### src/design/rv_config.svh
`ifndef RV_CONFIG_SVH
`define RV_CONFIG_SVH

// Base integer ISA widths
`define RV_XLEN        32
`define RV_OPCODE_W    7    // instr[6:0]

// Integer register file
`define RV_REG_COUNT   32
`define RV_REG_ADDR_W  5

// First fetch address after reset
`define RV_RESET_PC    32'h0000_0000

`endif

### src/design/rv_pkg.sv
`include "rv_config.svh"

package rv_pkg;

    // Major opcodes handled by the core
    typedef enum logic [`RV_OPCODE_W-1:0] {
        OP_REG    = 7'b0110011,
        OP_IMM    = 7'b0010011,
        OP_LOAD   = 7'b0000011,
        OP_STORE  = 7'b0100011,
        OP_BRANCH = 7'b1100011,
        OP_JAL    = 7'b1101111,
        OP_JALR   = 7'b1100111,
        OP_LUI    = 7'b0110111
    } opcode_t;

    // ALU and branch compare operations
    typedef enum logic [3:0] {
        ALU_ADD  = 4'b0000,
        ALU_SUB  = 4'b0001,
        ALU_AND  = 4'b0010,
        ALU_OR   = 4'b0011,
        ALU_XOR  = 4'b0100,
        ALU_SLL  = 4'b0101,
        ALU_SRL  = 4'b0110,
        ALU_SRA  = 4'b0111,
        ALU_SLT  = 4'b1000,
        ALU_SLTU = 4'b1001,
        ALU_BEQ  = 4'b1010,   // Compare only, result unused
        ALU_BNE  = 4'b1011,
        ALU_BLT  = 4'b1100,
        ALU_BGE  = 4'b1101,
        ALU_BLTU = 4'b1110,
        ALU_BGEU = 4'b1111
    } alu_op_t;

    typedef enum logic [1:0] {
        WB_ALU = 2'd0,
        WB_MEM = 2'd1,
        WB_PC4 = 2'd2        // Link value for JAL and JALR
    } wb_src_t;

    // Load/store bus sequencer
    typedef enum logic [1:0] {
        LSU_IDLE = 2'd0,
        LSU_WAIT = 2'd1,
        LSU_DONE = 2'd2
    } lsu_state_t;

endpackage

### src/design/alu.sv
`timescale 1ns/1ns
`include "rv_config.svh"

module alu (
    input  logic [`RV_XLEN-1:0] op_a,
    input  logic [`RV_XLEN-1:0] op_b,
    input  rv_pkg::alu_op_t     alu_op,
    output logic [`RV_XLEN-1:0] result,
    output logic                branch_true
);

    logic signed [`RV_XLEN-1:0] op_a_s;
    logic signed [`RV_XLEN-1:0] op_b_s;
    logic [4:0]                 shamt;

    assign op_a_s = op_a;
    assign op_b_s = op_b;
    assign shamt  = op_b[4:0];

    always_comb begin
        result      = '0;
        branch_true = 1'b0;

        case (alu_op)
            rv_pkg::ALU_ADD:  result = op_a + op_b;
            rv_pkg::ALU_SUB:  result = op_a - op_b;
            rv_pkg::ALU_AND:  result = op_a & op_b;
            rv_pkg::ALU_OR:   result = op_a | op_b;
            rv_pkg::ALU_XOR:  result = op_a ^ op_b;
            rv_pkg::ALU_SLL:  result = op_a << shamt;
            rv_pkg::ALU_SRL:  result = op_a >> shamt;
            rv_pkg::ALU_SRA:  result = op_a_s >>> shamt;
            rv_pkg::ALU_SLT:  result = {{(`RV_XLEN-1){1'b0}}, op_a_s < op_b_s};
            rv_pkg::ALU_SLTU: result = {{(`RV_XLEN-1){1'b0}}, op_a < op_b};

            // Branch compares leave result at zero
            rv_pkg::ALU_BEQ:  branch_true = (op_a == op_b);
            rv_pkg::ALU_BNE:  branch_true = (op_a != op_b);
            rv_pkg::ALU_BLT:  branch_true = (op_a_s < op_b_s);
            rv_pkg::ALU_BGE:  branch_true = (op_a_s >= op_b_s);
            rv_pkg::ALU_BLTU: branch_true = (op_a < op_b);
            rv_pkg::ALU_BGEU: branch_true = (op_a >= op_b);
            default: ;
        endcase
    end

endmodule

### src/design/decoder.sv
`timescale 1ns/1ns
`include "rv_config.svh"

module decoder (
    input  logic [31:0]     instr,
    output rv_pkg::alu_op_t alu_op,
    output logic            reg_write,
    output logic            alu_src,
    output logic            mem_read,
    output logic            mem_write,
    output logic            branch,
    output logic            jump,
    output logic            jump_reg,
    output logic            use_zero_rs1,
    output rv_pkg::wb_src_t wb_src
);

    rv_pkg::opcode_t           opcode;
    logic [2:0]                funct3;
    logic                      funct7_b5;
    logic [`RV_REG_ADDR_W-1:0] rd;
    logic                      rd_write;

    assign opcode    = rv_pkg::opcode_t'(instr[`RV_OPCODE_W-1:0]);
    assign funct3    = instr[14:12];
    assign funct7_b5 = instr[30];     // SUB and SRA select
    assign rd        = instr[11:7];

    // A write to x0 has no effect, so drop it here
    assign reg_write = rd_write && (rd != '0);

    always_comb begin
        alu_op       = rv_pkg::ALU_ADD;
        rd_write     = 1'b0;
        alu_src      = 1'b0;
        mem_read     = 1'b0;
        mem_write    = 1'b0;
        branch       = 1'b0;
        jump         = 1'b0;
        jump_reg     = 1'b0;
        use_zero_rs1 = 1'b0;
        wb_src       = rv_pkg::WB_ALU;

        case (opcode)
            rv_pkg::OP_REG, rv_pkg::OP_IMM: begin
                rd_write = 1'b1;
                alu_src  = (opcode == rv_pkg::OP_IMM);
                case (funct3)
                    3'b000: alu_op = (opcode == rv_pkg::OP_REG && funct7_b5) ?
                                     rv_pkg::ALU_SUB : rv_pkg::ALU_ADD;
                    3'b001: alu_op = rv_pkg::ALU_SLL;
                    3'b010: alu_op = rv_pkg::ALU_SLT;
                    3'b011: alu_op = rv_pkg::ALU_SLTU;
                    3'b100: alu_op = rv_pkg::ALU_XOR;
                    3'b101: alu_op = funct7_b5 ? rv_pkg::ALU_SRA : rv_pkg::ALU_SRL;
                    3'b110: alu_op = rv_pkg::ALU_OR;
                    default: alu_op = rv_pkg::ALU_AND;
                endcase
            end
            rv_pkg::OP_LOAD: begin
                rd_write = 1'b1;
                alu_src  = 1'b1;      // Address is rs1 + imm
                mem_read = 1'b1;
                wb_src   = rv_pkg::WB_MEM;
            end
            rv_pkg::OP_STORE: begin
                alu_src   = 1'b1;
                mem_write = 1'b1;
            end
            rv_pkg::OP_BRANCH: begin
                branch = 1'b1;
                case (funct3)
                    3'b000: alu_op = rv_pkg::ALU_BEQ;
                    3'b001: alu_op = rv_pkg::ALU_BNE;
                    3'b100: alu_op = rv_pkg::ALU_BLT;
                    3'b101: alu_op = rv_pkg::ALU_BGE;
                    3'b110: alu_op = rv_pkg::ALU_BLTU;
                    3'b111: alu_op = rv_pkg::ALU_BGEU;
                    default: alu_op = rv_pkg::ALU_ADD;   // Never taken
                endcase
            end
            rv_pkg::OP_JAL: begin
                rd_write = 1'b1;
                jump     = 1'b1;
                wb_src   = rv_pkg::WB_PC4;
            end
            rv_pkg::OP_JALR: begin
                rd_write = 1'b1;
                alu_src  = 1'b1;
                jump     = 1'b1;
                jump_reg = 1'b1;      // Target from the ALU sum
                wb_src   = rv_pkg::WB_PC4;
            end
            rv_pkg::OP_LUI: begin
                rd_write     = 1'b1;
                alu_src      = 1'b1;
                use_zero_rs1 = 1'b1;  // 0 + upper immediate
            end
            default: ;                // Unknown opcode runs as a no-op
        endcase
    end

endmodule

### src/design/fetch_unit.sv
`timescale 1ns/1ns
`include "rv_config.svh"

module fetch_unit (
    input  logic                clk,
    input  logic                rst,
    input  logic                stall,
    input  logic                take_branch,
    input  logic [`RV_XLEN-1:0] target,
    output logic [`RV_XLEN-1:0] pc,
    output logic [`RV_XLEN-1:0] pc_plus4
);

    logic [`RV_XLEN-1:0] pc_next;

    assign pc_plus4 = pc + `RV_XLEN'd4;

    // Hold while the LSU owns the cycle, else redirect or fall through
    always_comb begin
        if (stall) begin
            pc_next = pc;
        end else if (take_branch) begin
            pc_next = target;
        end else begin
            pc_next = pc_plus4;
        end
    end

    always_ff @(posedge clk or posedge rst) begin
        if (rst) begin
            pc <= `RV_RESET_PC;
        end else begin
            pc <= pc_next;
        end
    end

    // Branch and JALR targets must keep fetch on word boundaries
    a_pc_aligned: assert property (@(posedge clk) disable iff (rst) pc[1:0] == 2'b00);

endmodule

### src/design/imm_gen.sv
`timescale 1ns/1ns
`include "rv_config.svh"

module imm_gen (
    input  logic [31:0]         instr,
    output logic [`RV_XLEN-1:0] imm
);

    rv_pkg::opcode_t opcode;
    logic            sign;

    assign opcode = rv_pkg::opcode_t'(instr[`RV_OPCODE_W-1:0]);
    assign sign   = instr[31];

    always_comb begin
        case (opcode)
            // I format
            rv_pkg::OP_IMM, rv_pkg::OP_LOAD, rv_pkg::OP_JALR: begin
                imm = {{20{sign}}, instr[31:20]};
            end
            rv_pkg::OP_STORE: begin
                imm = {{20{sign}}, instr[31:25], instr[11:7]};
            end
            rv_pkg::OP_BRANCH: begin
                imm = {{20{sign}}, instr[7], instr[30:25], instr[11:8], 1'b0};
            end
            rv_pkg::OP_JAL: begin
                imm = {{12{sign}}, instr[19:12], instr[20], instr[30:21], 1'b0};
            end
            rv_pkg::OP_LUI: begin
                imm = {instr[31:12], 12'b0};
            end
            default: begin
                imm = '0;             // R format and anything unknown
            end
        endcase
    end

endmodule

### src/design/lsu_wb.sv
`timescale 1ns/1ns
`include "rv_config.svh"

module lsu_wb (
    input  logic                clk,
    input  logic                rst,
    input  logic                mem_read,
    input  logic                mem_write,
    input  logic [`RV_XLEN-1:0] addr,
    input  logic [`RV_XLEN-1:0] wdata,
    output logic                stall,
    output logic [`RV_XLEN-1:0] load_data,
    output logic                wb_cyc,
    output logic                wb_stb,
    output logic                wb_we,
    output logic [`RV_XLEN-1:0] wb_adr,
    output logic [`RV_XLEN-1:0] wb_dat_o,
    input  logic [`RV_XLEN-1:0] wb_dat_i,
    input  logic                wb_ack
);

    rv_pkg::lsu_state_t  state;
    rv_pkg::lsu_state_t  state_nxt;
    logic                start;
    logic                we_q;
    logic [`RV_XLEN-1:0] adr_q;
    logic [`RV_XLEN-1:0] dat_q;
    logic [`RV_XLEN-1:0] rdata_q;

    assign start = (state == rv_pkg::LSU_IDLE) && (mem_read || mem_write);

    // Core waits from decode until the DONE cycle
    assign stall = start || (state == rv_pkg::LSU_WAIT);

    always_comb begin
        case (state)
            rv_pkg::LSU_IDLE: state_nxt = start ? rv_pkg::LSU_WAIT : rv_pkg::LSU_IDLE;
            rv_pkg::LSU_WAIT: state_nxt = wb_ack ? rv_pkg::LSU_DONE : rv_pkg::LSU_WAIT;
            default:          state_nxt = rv_pkg::LSU_IDLE;   // DONE always returns
        endcase
    end

    always_ff @(posedge clk or posedge rst) begin
        if (rst) begin
            state <= rv_pkg::LSU_IDLE;
            we_q  <= 1'b0;
        end else begin
            state <= state_nxt;
            if (start) we_q <= mem_write;
        end
    end

    // Request and response payload
    always_ff @(posedge clk) begin
        if (start) begin
            adr_q <= addr;
            dat_q <= wdata;
        end
        if (state == rv_pkg::LSU_WAIT && wb_ack) rdata_q <= wb_dat_i;
    end

    assign wb_cyc    = (state == rv_pkg::LSU_WAIT);
    assign wb_stb    = wb_cyc;
    assign wb_we     = wb_cyc && we_q;
    assign wb_adr    = adr_q;
    assign wb_dat_o  = dat_q;
    assign load_data = rdata_q;

    a_stb_in_cyc: assert property (@(posedge clk) disable iff (rst) wb_stb |-> wb_cyc);

    // Wishbone classic: request frozen until acked
    a_hold_until_ack: assert property (@(posedge clk) disable iff (rst)
        (wb_cyc && !wb_ack) |=> wb_cyc && $stable(wb_adr) && $stable(wb_dat_o)
                                && $stable(wb_we));

endmodule

### src/design/reg_file.sv
`timescale 1ns/1ns
`include "rv_config.svh"

module reg_file (
    input  logic                      clk,
    input  logic                      rst,
    input  logic [`RV_REG_ADDR_W-1:0] rs1,
    input  logic [`RV_REG_ADDR_W-1:0] rs2,
    input  logic [`RV_REG_ADDR_W-1:0] rd,
    input  logic [`RV_XLEN-1:0]       wdata,
    input  logic                      we,
    output logic [`RV_XLEN-1:0]       rdata1,
    output logic [`RV_XLEN-1:0]       rdata2
);

    logic [`RV_XLEN-1:0] regs [`RV_REG_COUNT];

    // Combinational reads, x0 is never written so it stays zero
    assign rdata1 = regs[rs1];
    assign rdata2 = regs[rs2];

    always_ff @(posedge clk or posedge rst) begin
        if (rst) begin
            for (int i = 0; i < `RV_REG_COUNT; i++) begin
                regs[i] <= '0;
            end
        end else if (we && rd != '0) begin
            regs[rd] <= wdata;
        end
    end

    // x0 must survive any write sequence
    a_x0_zero: assert property (@(posedge clk) disable iff (rst)
        (rs1 == '0 |-> rdata1 == '0) and (rs2 == '0 |-> rdata2 == '0));

endmodule

### src/design/riscv_core.sv
`timescale 1ns/1ns
`include "rv_config.svh"

module riscv_core (
    input  logic                clk,
    input  logic                rst,
    output logic [`RV_XLEN-1:0] imem_addr,
    input  logic [31:0]         imem_data,
    output logic                wb_cyc,
    output logic                wb_stb,
    output logic                wb_we,
    output logic [`RV_XLEN-1:0] wb_adr,
    output logic [`RV_XLEN-1:0] wb_dat_o,
    input  logic [`RV_XLEN-1:0] wb_dat_i,
    input  logic                wb_ack
);

    logic [`RV_XLEN-1:0]       pc;
    logic [`RV_XLEN-1:0]       pc_plus4;
    logic [`RV_XLEN-1:0]       target;
    logic                      take_branch;
    logic [`RV_REG_ADDR_W-1:0] rs1_addr;
    logic [`RV_REG_ADDR_W-1:0] rs2_addr;
    logic [`RV_REG_ADDR_W-1:0] rd_addr;
    logic [`RV_XLEN-1:0]       rs1_data;
    logic [`RV_XLEN-1:0]       rs2_data;
    logic [`RV_XLEN-1:0]       rd_wdata;
    logic                      rf_we;
    logic [`RV_XLEN-1:0]       imm;
    logic [`RV_XLEN-1:0]       op_a;
    logic [`RV_XLEN-1:0]       op_b;
    logic [`RV_XLEN-1:0]       alu_result;
    logic                      branch_true;
    rv_pkg::alu_op_t           alu_op;
    rv_pkg::wb_src_t           wb_src;
    logic                      reg_write;
    logic                      alu_src;
    logic                      mem_read;
    logic                      mem_write;
    logic                      branch;
    logic                      jump;
    logic                      jump_reg;
    logic                      use_zero_rs1;
    logic                      stall;
    logic [`RV_XLEN-1:0]       load_data;

    assign imem_addr = pc;
    assign rs1_addr  = imem_data[19:15];
    assign rs2_addr  = imem_data[24:20];
    assign rd_addr   = imem_data[11:7];

    fetch_unit u_fetch (
        .clk(clk), .rst(rst), .stall(stall), .take_branch(take_branch),
        .target(target), .pc(pc), .pc_plus4(pc_plus4)
    );

    decoder u_dec (
        .instr(imem_data), .alu_op(alu_op), .reg_write(reg_write), .alu_src(alu_src),
        .mem_read(mem_read), .mem_write(mem_write), .branch(branch), .jump(jump),
        .jump_reg(jump_reg), .use_zero_rs1(use_zero_rs1), .wb_src(wb_src)
    );

    imm_gen u_imm (.instr(imem_data), .imm(imm));

    reg_file u_rf (
        .clk(clk), .rst(rst), .rs1(rs1_addr), .rs2(rs2_addr), .rd(rd_addr),
        .wdata(rd_wdata), .we(rf_we), .rdata1(rs1_data), .rdata2(rs2_data)
    );

    // Operand muxes, LUI adds its immediate to zero
    assign op_a = use_zero_rs1 ? '0 : rs1_data;
    assign op_b = alu_src ? imm : rs2_data;

    alu u_alu (
        .op_a(op_a), .op_b(op_b), .alu_op(alu_op),
        .result(alu_result), .branch_true(branch_true)
    );

    // JALR clears bit 0 of rs1 + imm
    assign take_branch = (branch && branch_true) || jump;
    assign target      = jump_reg ? {alu_result[`RV_XLEN-1:1], 1'b0} : pc + imm;

    lsu_wb u_lsu (
        .clk(clk), .rst(rst), .mem_read(mem_read), .mem_write(mem_write),
        .addr(alu_result), .wdata(rs2_data), .stall(stall), .load_data(load_data),
        .wb_cyc(wb_cyc), .wb_stb(wb_stb), .wb_we(wb_we), .wb_adr(wb_adr),
        .wb_dat_o(wb_dat_o), .wb_dat_i(wb_dat_i), .wb_ack(wb_ack)
    );

    always_comb begin
        case (wb_src)
            rv_pkg::WB_MEM: rd_wdata = load_data;
            rv_pkg::WB_PC4: rd_wdata = pc_plus4;
            default:        rd_wdata = alu_result;
        endcase
    end

    assign rf_we = reg_write && !stall;   // Loads write only in LSU_DONE

    // No register retires while a bus cycle is open
    a_no_wr_in_bus: assert property (@(posedge clk) disable iff (rst) wb_cyc |-> !rf_we);

endmodule

### config.mk
export PLATFORM = sky130hd
export DESIGN_NAME = riscv_core
export DESIGN_NICKNAME = d
export VERILOG_FILES = /design/src/design/rv_pkg.sv /design/src/design/alu.sv /design/src/design/decoder.sv /design/src/design/fetch_unit.sv /design/src/design/imm_gen.sv /design/src/design/lsu_wb.sv /design/src/design/reg_file.sv /design/src/design/riscv_core.sv
export VERILOG_INCLUDE_DIRS = /design/src /design/src/design
export SDC_FILE = /design/constraint.sdc
export NUM_CORES = 2
export LEC_CHECK = 0
export BUFFER_PORTS_ARGS = -buffer_cell sky130_fd_sc_hd__buf_2
export CORE_MARGIN = 5
export CORE_UTILIZATION = 55
export CTS_CLUSTER_SIZE = 20
export DETAILED_ROUTE_END_ITERATION = 10
export PLACE_DENSITY_LB_ADDON = 0.2
export SYNTH_ARGS = -nofsm -noshare
export SYNTH_HDL_FRONTEND = slang
export SYNTH_SLANG_ARGS = --single-unit
### constraint.sdc
create_clock -name clk -period 32.3 [get_ports clk]
set_input_delay 3.23 -clock clk [delete_from_list [all_inputs] [get_ports clk]]
set_output_delay 3.23 -clock clk [all_outputs]
set_load 0.02 [all_outputs]
Word level (Yosys, flattened, before mapping)
Index checks and enable logic that the tools add are counted.
{"block": "op_classes", "addsub": 4, "n_bitwise": 6, "eq_ne": 35, "order_cmp": 8, "mux": 34, "shift": 3, "n_reduce_logical": 22}
{"op": "1024-bit bitwise mux", "n": 1}
{"op": "32-bit binary-select mux with 5-bit select", "n": 2}
{"op": "32-bit case mux with 10 select lines", "n": 1}
{"op": "32-bit two-way mux", "n": 9}
{"op": "32-bit demux with 5-bit select", "n": 1}
{"op": "32-bit case mux with 5 select lines", "n": 1}
{"op": "32-bit adder", "n": 2}
{"op": "32-bit >= comparator", "n": 2}
{"op": "32-bit < comparator", "n": 2}
{"op": "32-bit case mux with 2 select lines", "n": 1}
{"op": "32-bit by 3-bit adder with 32-bit output (second input constant)", "n": 1}
{"op": "32-bit AND", "n": 1}
{"op": "32-bit equality test", "n": 1}
{"op": "4-bit equality test (second input constant)", "n": 8}
{"op": "32-bit != test", "n": 1}
{"op": "32-bit bitwise OR", "n": 1}
{"op": "32-bit by 5-bit left shift with 32-bit output", "n": 1}
{"op": "32-bit by 5-bit right shift with 32-bit output", "n": 1}
{"op": "32-bit by 5-bit >>> shifter with 32-bit output", "n": 1}
{"op": "32-bit subtractor", "n": 1}
{"op": "32-bit XOR", "n": 1}
{"op": "4-bit case mux with 7 select lines", "n": 1}
{"op": "4-bit case mux with 6 select lines", "n": 1}
{"op": "7-bit by 6-bit equality test with 1-bit output (second input constant)", "n": 3}
{"op": "31 further kinds", "n": 67}
{"block": "word_totals", "wordCells": 150, "regBits": 1155, "out_inout_bits": 99, "input_bits": 67}

Longest topological paths before layout
{"block": "logic_depth", "depth_word": 10, "depth_mapped": 31, "depth_no_buf": 22}

Modules after synthesis
From an unflattened synthesis, not the netlist that was laid out.
{"block": "hier_totals", "hier_cells": 6982, "area_unflattened_um2": 74646.6}
{"module": "reg_file", "cells_each": 4602, "area_per_inst_um2": 55956.2, "seq_area_each_um2": 25624.6, "n_inst": 1}
{"module": "alu", "cells_each": 1329, "area_per_inst_um2": 8778.4, "seq_area_each_um2": 0.0, "n_inst": 1}
{"module": "riscv_core", "cells_each": 518, "area_per_inst_um2": 3469.6, "seq_area_each_um2": 0.0, "n_inst": 1}
{"module": "lsu_wb", "cells_each": 112, "area_per_inst_um2": 3041.7, "seq_area_each_um2": 2957.8, "n_inst": 1}
{"module": "fetch_unit", "cells_each": 287, "area_per_inst_um2": 2438.6, "seq_area_each_um2": 800.8, "n_inst": 1}
{"module": "imm_gen", "cells_each": 85, "area_per_inst_um2": 644.4, "seq_area_each_um2": 0.0, "n_inst": 1}
{"module": "decoder", "cells_each": 49, "area_per_inst_um2": 317.8, "seq_area_each_um2": 0.0, "n_inst": 1}

Worst setup path before layout
OpenSTA, ideal clock, no wires.
{"block": "synth_timing", "path_kind": "input to register", "startpoint": "input port imem_data[20]", "endpoint": "register u_fetch.pc[9]", "path_slack_ns": 22.609, "arrival_time_ns": 9.555, "setup_ns": 0.136, "stages": 28, "path_buffers": 10, "t_required_ns": 32.164, "cell_sequence": "buf_4 > buf_6 > buf_6 > buf_6 > buf_6 > clkbuf_1 > clkbuf_1 > buf_1 > mux4_2 > mux4_2 > mux2i_1 > nand2_1 > o21ai_0 > ha_1 > a21o_1 > a21o_1 > a21oi_1 > o21a_1 > nor2_1 > or3_1 > and2_1 > o21ai_0 > a41o_1 > clkbuf_1 > clkbuf_1 > o21ai_0 > a21oi_1 > o22ai_1"}
{"block": "synth_between", "elab_chain_len": 10, "elab_cells_between_ends": 27, "classes_between": "3 x add/sub; 4 x order compare; 2 x eq/ne; 3 x shift; 9 x mux; 4 x bitwise; 2 x reduce/logical"}
{"element": "start, declared", "line": "riscv_core.sv:8", "source": "input logic [31:0] imem_data,"}
{"element": "parallel branches: the longest is 9 deep, another holds 32-bit subtractor"}
{"element": "32-bit two-way mux (*)", "line": "fetch_unit.sv:22", "source": "end else if (take_branch) begin"}
{"element": "end signal, assigned", "line": "fetch_unit.sv:31", "source": "pc <= `RV_RESET_PC;"}
{"element": "end signal, assigned", "line": "fetch_unit.sv:33", "source": "pc <= pc_next;"}
{"element": "end, declared", "line": "fetch_unit.sv:10", "source": "output logic [`RV_XLEN-1:0] pc,"}
Mark *: on every way between the ends. The select of a mux whose other input is x is not followed.
A chain may end at the register's enable or synchronous reset.

Worst setup path in the final report
{"block": "layout_timing", "startpoint": "input port imem_data[20]", "endpoint": "register u_rf.regs[753] (netlist bit)"}
{"block": "layout_between", "elab_chain_len": 9, "elab_cells_between_ends": 17, "classes_between": "2 x add/sub; 3 x shift; 8 x mux; 4 x bitwise"}
{"element": "5-bit NOT with 6-bit output (implied by the code)", "line": "reg_file.sv:20", "source": "assign rdata2 = regs[rs2];"}
{"element": "32-bit binary-select mux with 5-bit select", "line": "reg_file.sv:20"}
{"element": "32-bit two-way mux (implied by the code) (2 in a row)", "line": "reg_file.sv:20"}
{"element": "32-bit two-way mux (*)", "line": "riscv_core.sv:72", "source": "assign op_b = alu_src ? imm : rs2_data;"}
{"element": "32-bit subtractor, or another cell as far along", "line": "alu.sv:26", "source": "rv_pkg::ALU_SUB: result = op_a - op_b;"}
{"element": "32-bit case mux with 10 select lines (*)", "line": "alu.sv:24", "source": "case (alu_op)"}
{"element": "32-bit case mux with 2 select lines (*)", "line": "riscv_core.sv:91", "source": "case (wb_src)"}
{"element": "1024-bit bitwise mux (*)", "line": "reg_file.sv:28", "source": "regs[rd] <= wdata;"}
{"element": "end signal, assigned by index", "line": "reg_file.sv:28"}
{"element": "end, declared", "line": "reg_file.sv:16", "source": "logic [`RV_XLEN-1:0] regs [`RV_REG_COUNT];"}
Every way passes the cells marked *; elsewhere a longest branch is shown, timed or not. The select of a mux whose other input is x is not followed.

==> run_results.csv <==
group,metric,value,unit
run_status,status,"finished with violations",
run_status,violations,"capacitance limit, slew limit",
logic_synthesis,synth_area,71720,um^2
timing,grt_setup_unrepaired,"no",
logic_synthesis,synth_flop_cell,"dfrtp_1",
floorplan,rows,132,
pwr,vdd_drop_max,0.05291,mV
timing,fin_crit_sh,37.83,%
grt,grt_pass1_vias,56615,
route,drc,0,
logic_synthesis,synth_top_area_cell,"dfrtp_1",
clock_network,hold_buffers,0,
hold_path,whs_path_depth,0,
timing,fin_skew,0.05924,ns
grt,grt_usage,43.42,%
cells_and_area,nets,6483,
logic_synthesis,ys_async_sr_fraction,91.69,%
timing,setup_viol,0,
pwr,p_per_area,50.75,nW/um^2
clock_network,clock_path_buffers,3,
floorplan,die_w,371.1,um
critical_path,r2r_start,"u_rf.regs[6]",
logic_synthesis,syn_inst,6431,
logic_synthesis,ys_seq_elements,1155,
clock_network,numCtsBuffers,121,
floorplan,fp.dieArea,137700,um^2
clock_network,ctsResizeCount,0,
timing,layout_setup_ws,20.08,ns
logic_synthesis,synth_area_per_cell,11.15,um^2
placed_design,io_buffers,165,
grt,antenna_found_initial,20,
critical_path,worst-r2r-cell-count,17,
critical_path,worst_ep_required_time,32.91,ns
cells_and_area,area_delta_synth_final,8.660,%
clock_network,cts.sinks,1155,
grt,grt_max_degree,120,
logic_synthesis,synth_edf_count,96,
floorplan,die_h,371.1,um
logic_synthesis,yosys.cell_count.top_type,"dfrtp_1",
route,vias,59189,
logic_synthesis,netlist_top_cells_area,"dfrtp_1 (37%), mux4_2 (16%), mux2_2 (8.5%), edfxtp_1 (4.0%), nand2_1 (4.0%)",
critical_path,arrival,12.83,ns
hold_path,min_path_type,"reg2reg",
grt,grt_pass1_wl,426.4,mm
logic_synthesis,synth_cell_types,112,
grt,grt_overflow_total,0,
placed_design,dpl.hpwl,204.6,mm
route,detail-route-antenna-nets,0,
pwr,net-switching-power,0.001290,W
clock_network,postCtsSetupBuffers,0,
cells_and_area,fill_cells,10721,
placed_design,dp_slack,19.08,ns
critical_path,r2r-end,"u_rf.regs[753]",
clock_network,cts-root-buf,"clkbuf_16",
critical_path,critPathLaunchType,"primary input",
clock_network,htreeDepth,3,
timing,hold_violations,0,
logic_synthesis,synth_seq_area_share,40.97,%
timing,period_needed,12.22,ns
hold_path,hp-start,"u_rf.regs[1007]",
route,routedWlPerCell,37.14,um
floorplan,pin_count,166,
pwr,p_comb_share,21.7,%
critical_path,rrSetupSlack,24.81,ns
pwr,seqPwrFrac,40.5,%
pwr,power.leakage,34.95,nW
timing,setup_tns,0,ns
clock_network,cts_tree,"yes",
clock_network,clk_pin_slew,0.06,ns
logic_synthesis,netlist.area_leader.share,36.95,%
route,wl_met1,116.2,mm
timing,timing.fmax,0.08185,GHz
critical_path,cp_max_fo,42,
pwr,p_clk_share,37.8,%
run,cap_violations,3,
floorplan,start_util,55.39,%
floorplan,core,129500,um^2
logic_synthesis,yosys-top-cells-count,"dfrtp_1 (1059), nand2_1 (759), mux2_2 (541)",
logic_synthesis,yosysWarnings,0,
pwr,p_int,0.002664,W
hold_path,worst_hold_path.endpoint,"u_rf.regs[1007]",
route,wl_met2,127.3,mm
route,dr.first_iter.drc_count,9105,
timing,hold_ws,0.3969,ns
pwr,p_sw_share,32.63,%
clock_network,clkLatencyLatePin,0.79,ns
cells_and_area,drive_gt1_share,27.87,%
route,routed_wl,302.0,mm
critical_path,end_kind,"flip-flop",
timing,relSlewSlack,-3.578,%
logic_synthesis,synth_nets,6637,
timing,tightest_slew,1.547,ns
route,wl_met3,37.44,mm
critical_path,startpoint,"imem_data[20]",
route,dr.max_layer_used,"met5",
route,firstDrtPassIters,6,
placed_design,gp_congestion,1.094,
route,vias_per_cell,7.279,
critical_path,criticalPathCategory,"in2reg",
timing,finalMaxSlewViolations,18,
flip-flops by register name, indices dropped and copies added, names as in the netlist:
signal,flops
u_fetch.pc,32
u_lsu.load_data,32
u_lsu.state,2
u_lsu.wb_adr,32
u_lsu.wb_dat_o,32
u_lsu.we_q,1
u_rf.regs,1024
cell families after synthesis:
kind of cell    after synthesis  synth area share [%]
flops                      1155                 40.97
xor+xnor                     80                0.9770
buf+inv                     789                 5.222
mux                        1265                 27.44
fa+ha+maj                   139                 2.456
simple gates               1422                 8.919
compound gates             1581                 14.02
per-stage QoR:
stage               total power [W]  utilization [%]  std cells  area (um^2)
floorplan                  0.002158                -       6431        71720
global placement           0.002445            56.87       7896        73640
detailed placement         0.002449            56.88       7896        73640
CTS                        0.003928            60.17       8126        77910
global route               0.004065            60.18       8129        77920
finish                     0.003955            60.18       8132        77930
cell type report:
type / instances / area, um^2 / share of cell area [%]
Multi-Input combinational cell: 4487 / 39140 / 50.22
Sequential cell: 1155 / 29380 / 37.71
Clock buffer: 176 / 3586 / 4.602
Timing Repair Buffer: 356 / 2351 / 3.017
Tap cell: 1742 / 2180 / 2.797
Clock inverter: 54 / 675.6 / 0.8670
Inverter: 156 / 601.8 / 0.7723
Antenna cell: 6 / 15.01 / 0.01927
power groups by stage:
stage | registers (W) | logic (W) | clock network, W
3_5_place_dp | 0.00162 | 0.000826 | 0
5_1_grt | 0.00161 | 0.000897 | 0.00156
2_1_floorplan | 0.00162 | 0.000537 | 0
4_1_cts | 0.00160 | 0.000830 | 0.00150
3_3_place_gp | 0.00162 | 0.000825 | 0
6_report | 0.00160 | 0.000859 | 0.00149
critical path, cell delays in order:
cell and delay [ns]:
buf_8 0.33, buf_4 0.65, buf_4 0.76, buf_4 0.79, mux2i_1 0.30, a22oi_1 0.12, a21oi_1 0.14, or4_1 0.49
clkinv_4 0.33, a21oi_4 0.21, buf_4 0.37, inv_6 0.21, ha_1 0.27, nor2b_1 0.14, o21ai_0 0.23, a311o_1 0.48
a31oi_1 0.61, a211oi_1 0.23, nor3_1 0.27, a21oi_1 0.08, xnor2_1 0.24, nor2_1 0.08, nor4_2 0.82, a21o_1 0.97
o21ai_0 0.26
cell usage in the layout (no fill, tap or decap), drive strengths merged, types with 52 or more instances in the layout:
cell type  instances
o31ai             53
o21ai            623
ha               136
mux2             541
mux4             506
nor2             234
nand3             96
o22ai             66
buf              355
a21oi            252
xnor2             52
clkbuf           177
a211oi           110
a22oi             82
inv              159
edfxtp            96
a21o              59
nand2            759
nor3              85
mux2i            218
dfrtp           1059
worst max path at each step:
stage                           to  slack (ns)  cells after the start
floorplan            u_fetch.pc[0]       14.47                      1
global placement    u_rf.regs[785]       19.17                     25
detailed placement  u_rf.regs[698]       19.08                     26
CTS                 u_rf.regs[698]       19.90                     26
global route        u_rf.regs[465]       19.45                     25
finish              u_rf.regs[753]       20.08                     25
routing by layer:
| layer | vias up | global-route usage, % |
|---|---|---|
| li1 | 23836 | - |
| met1 | 30179 | 60.06 |
| met2 | 4213 | 61.85 |
| met3 | 951 | 12.66 |
| met4 | 10 | 23.94 |
| met5 | - | 0 |
No activity file was read; power rests on OpenSTA's default activity.
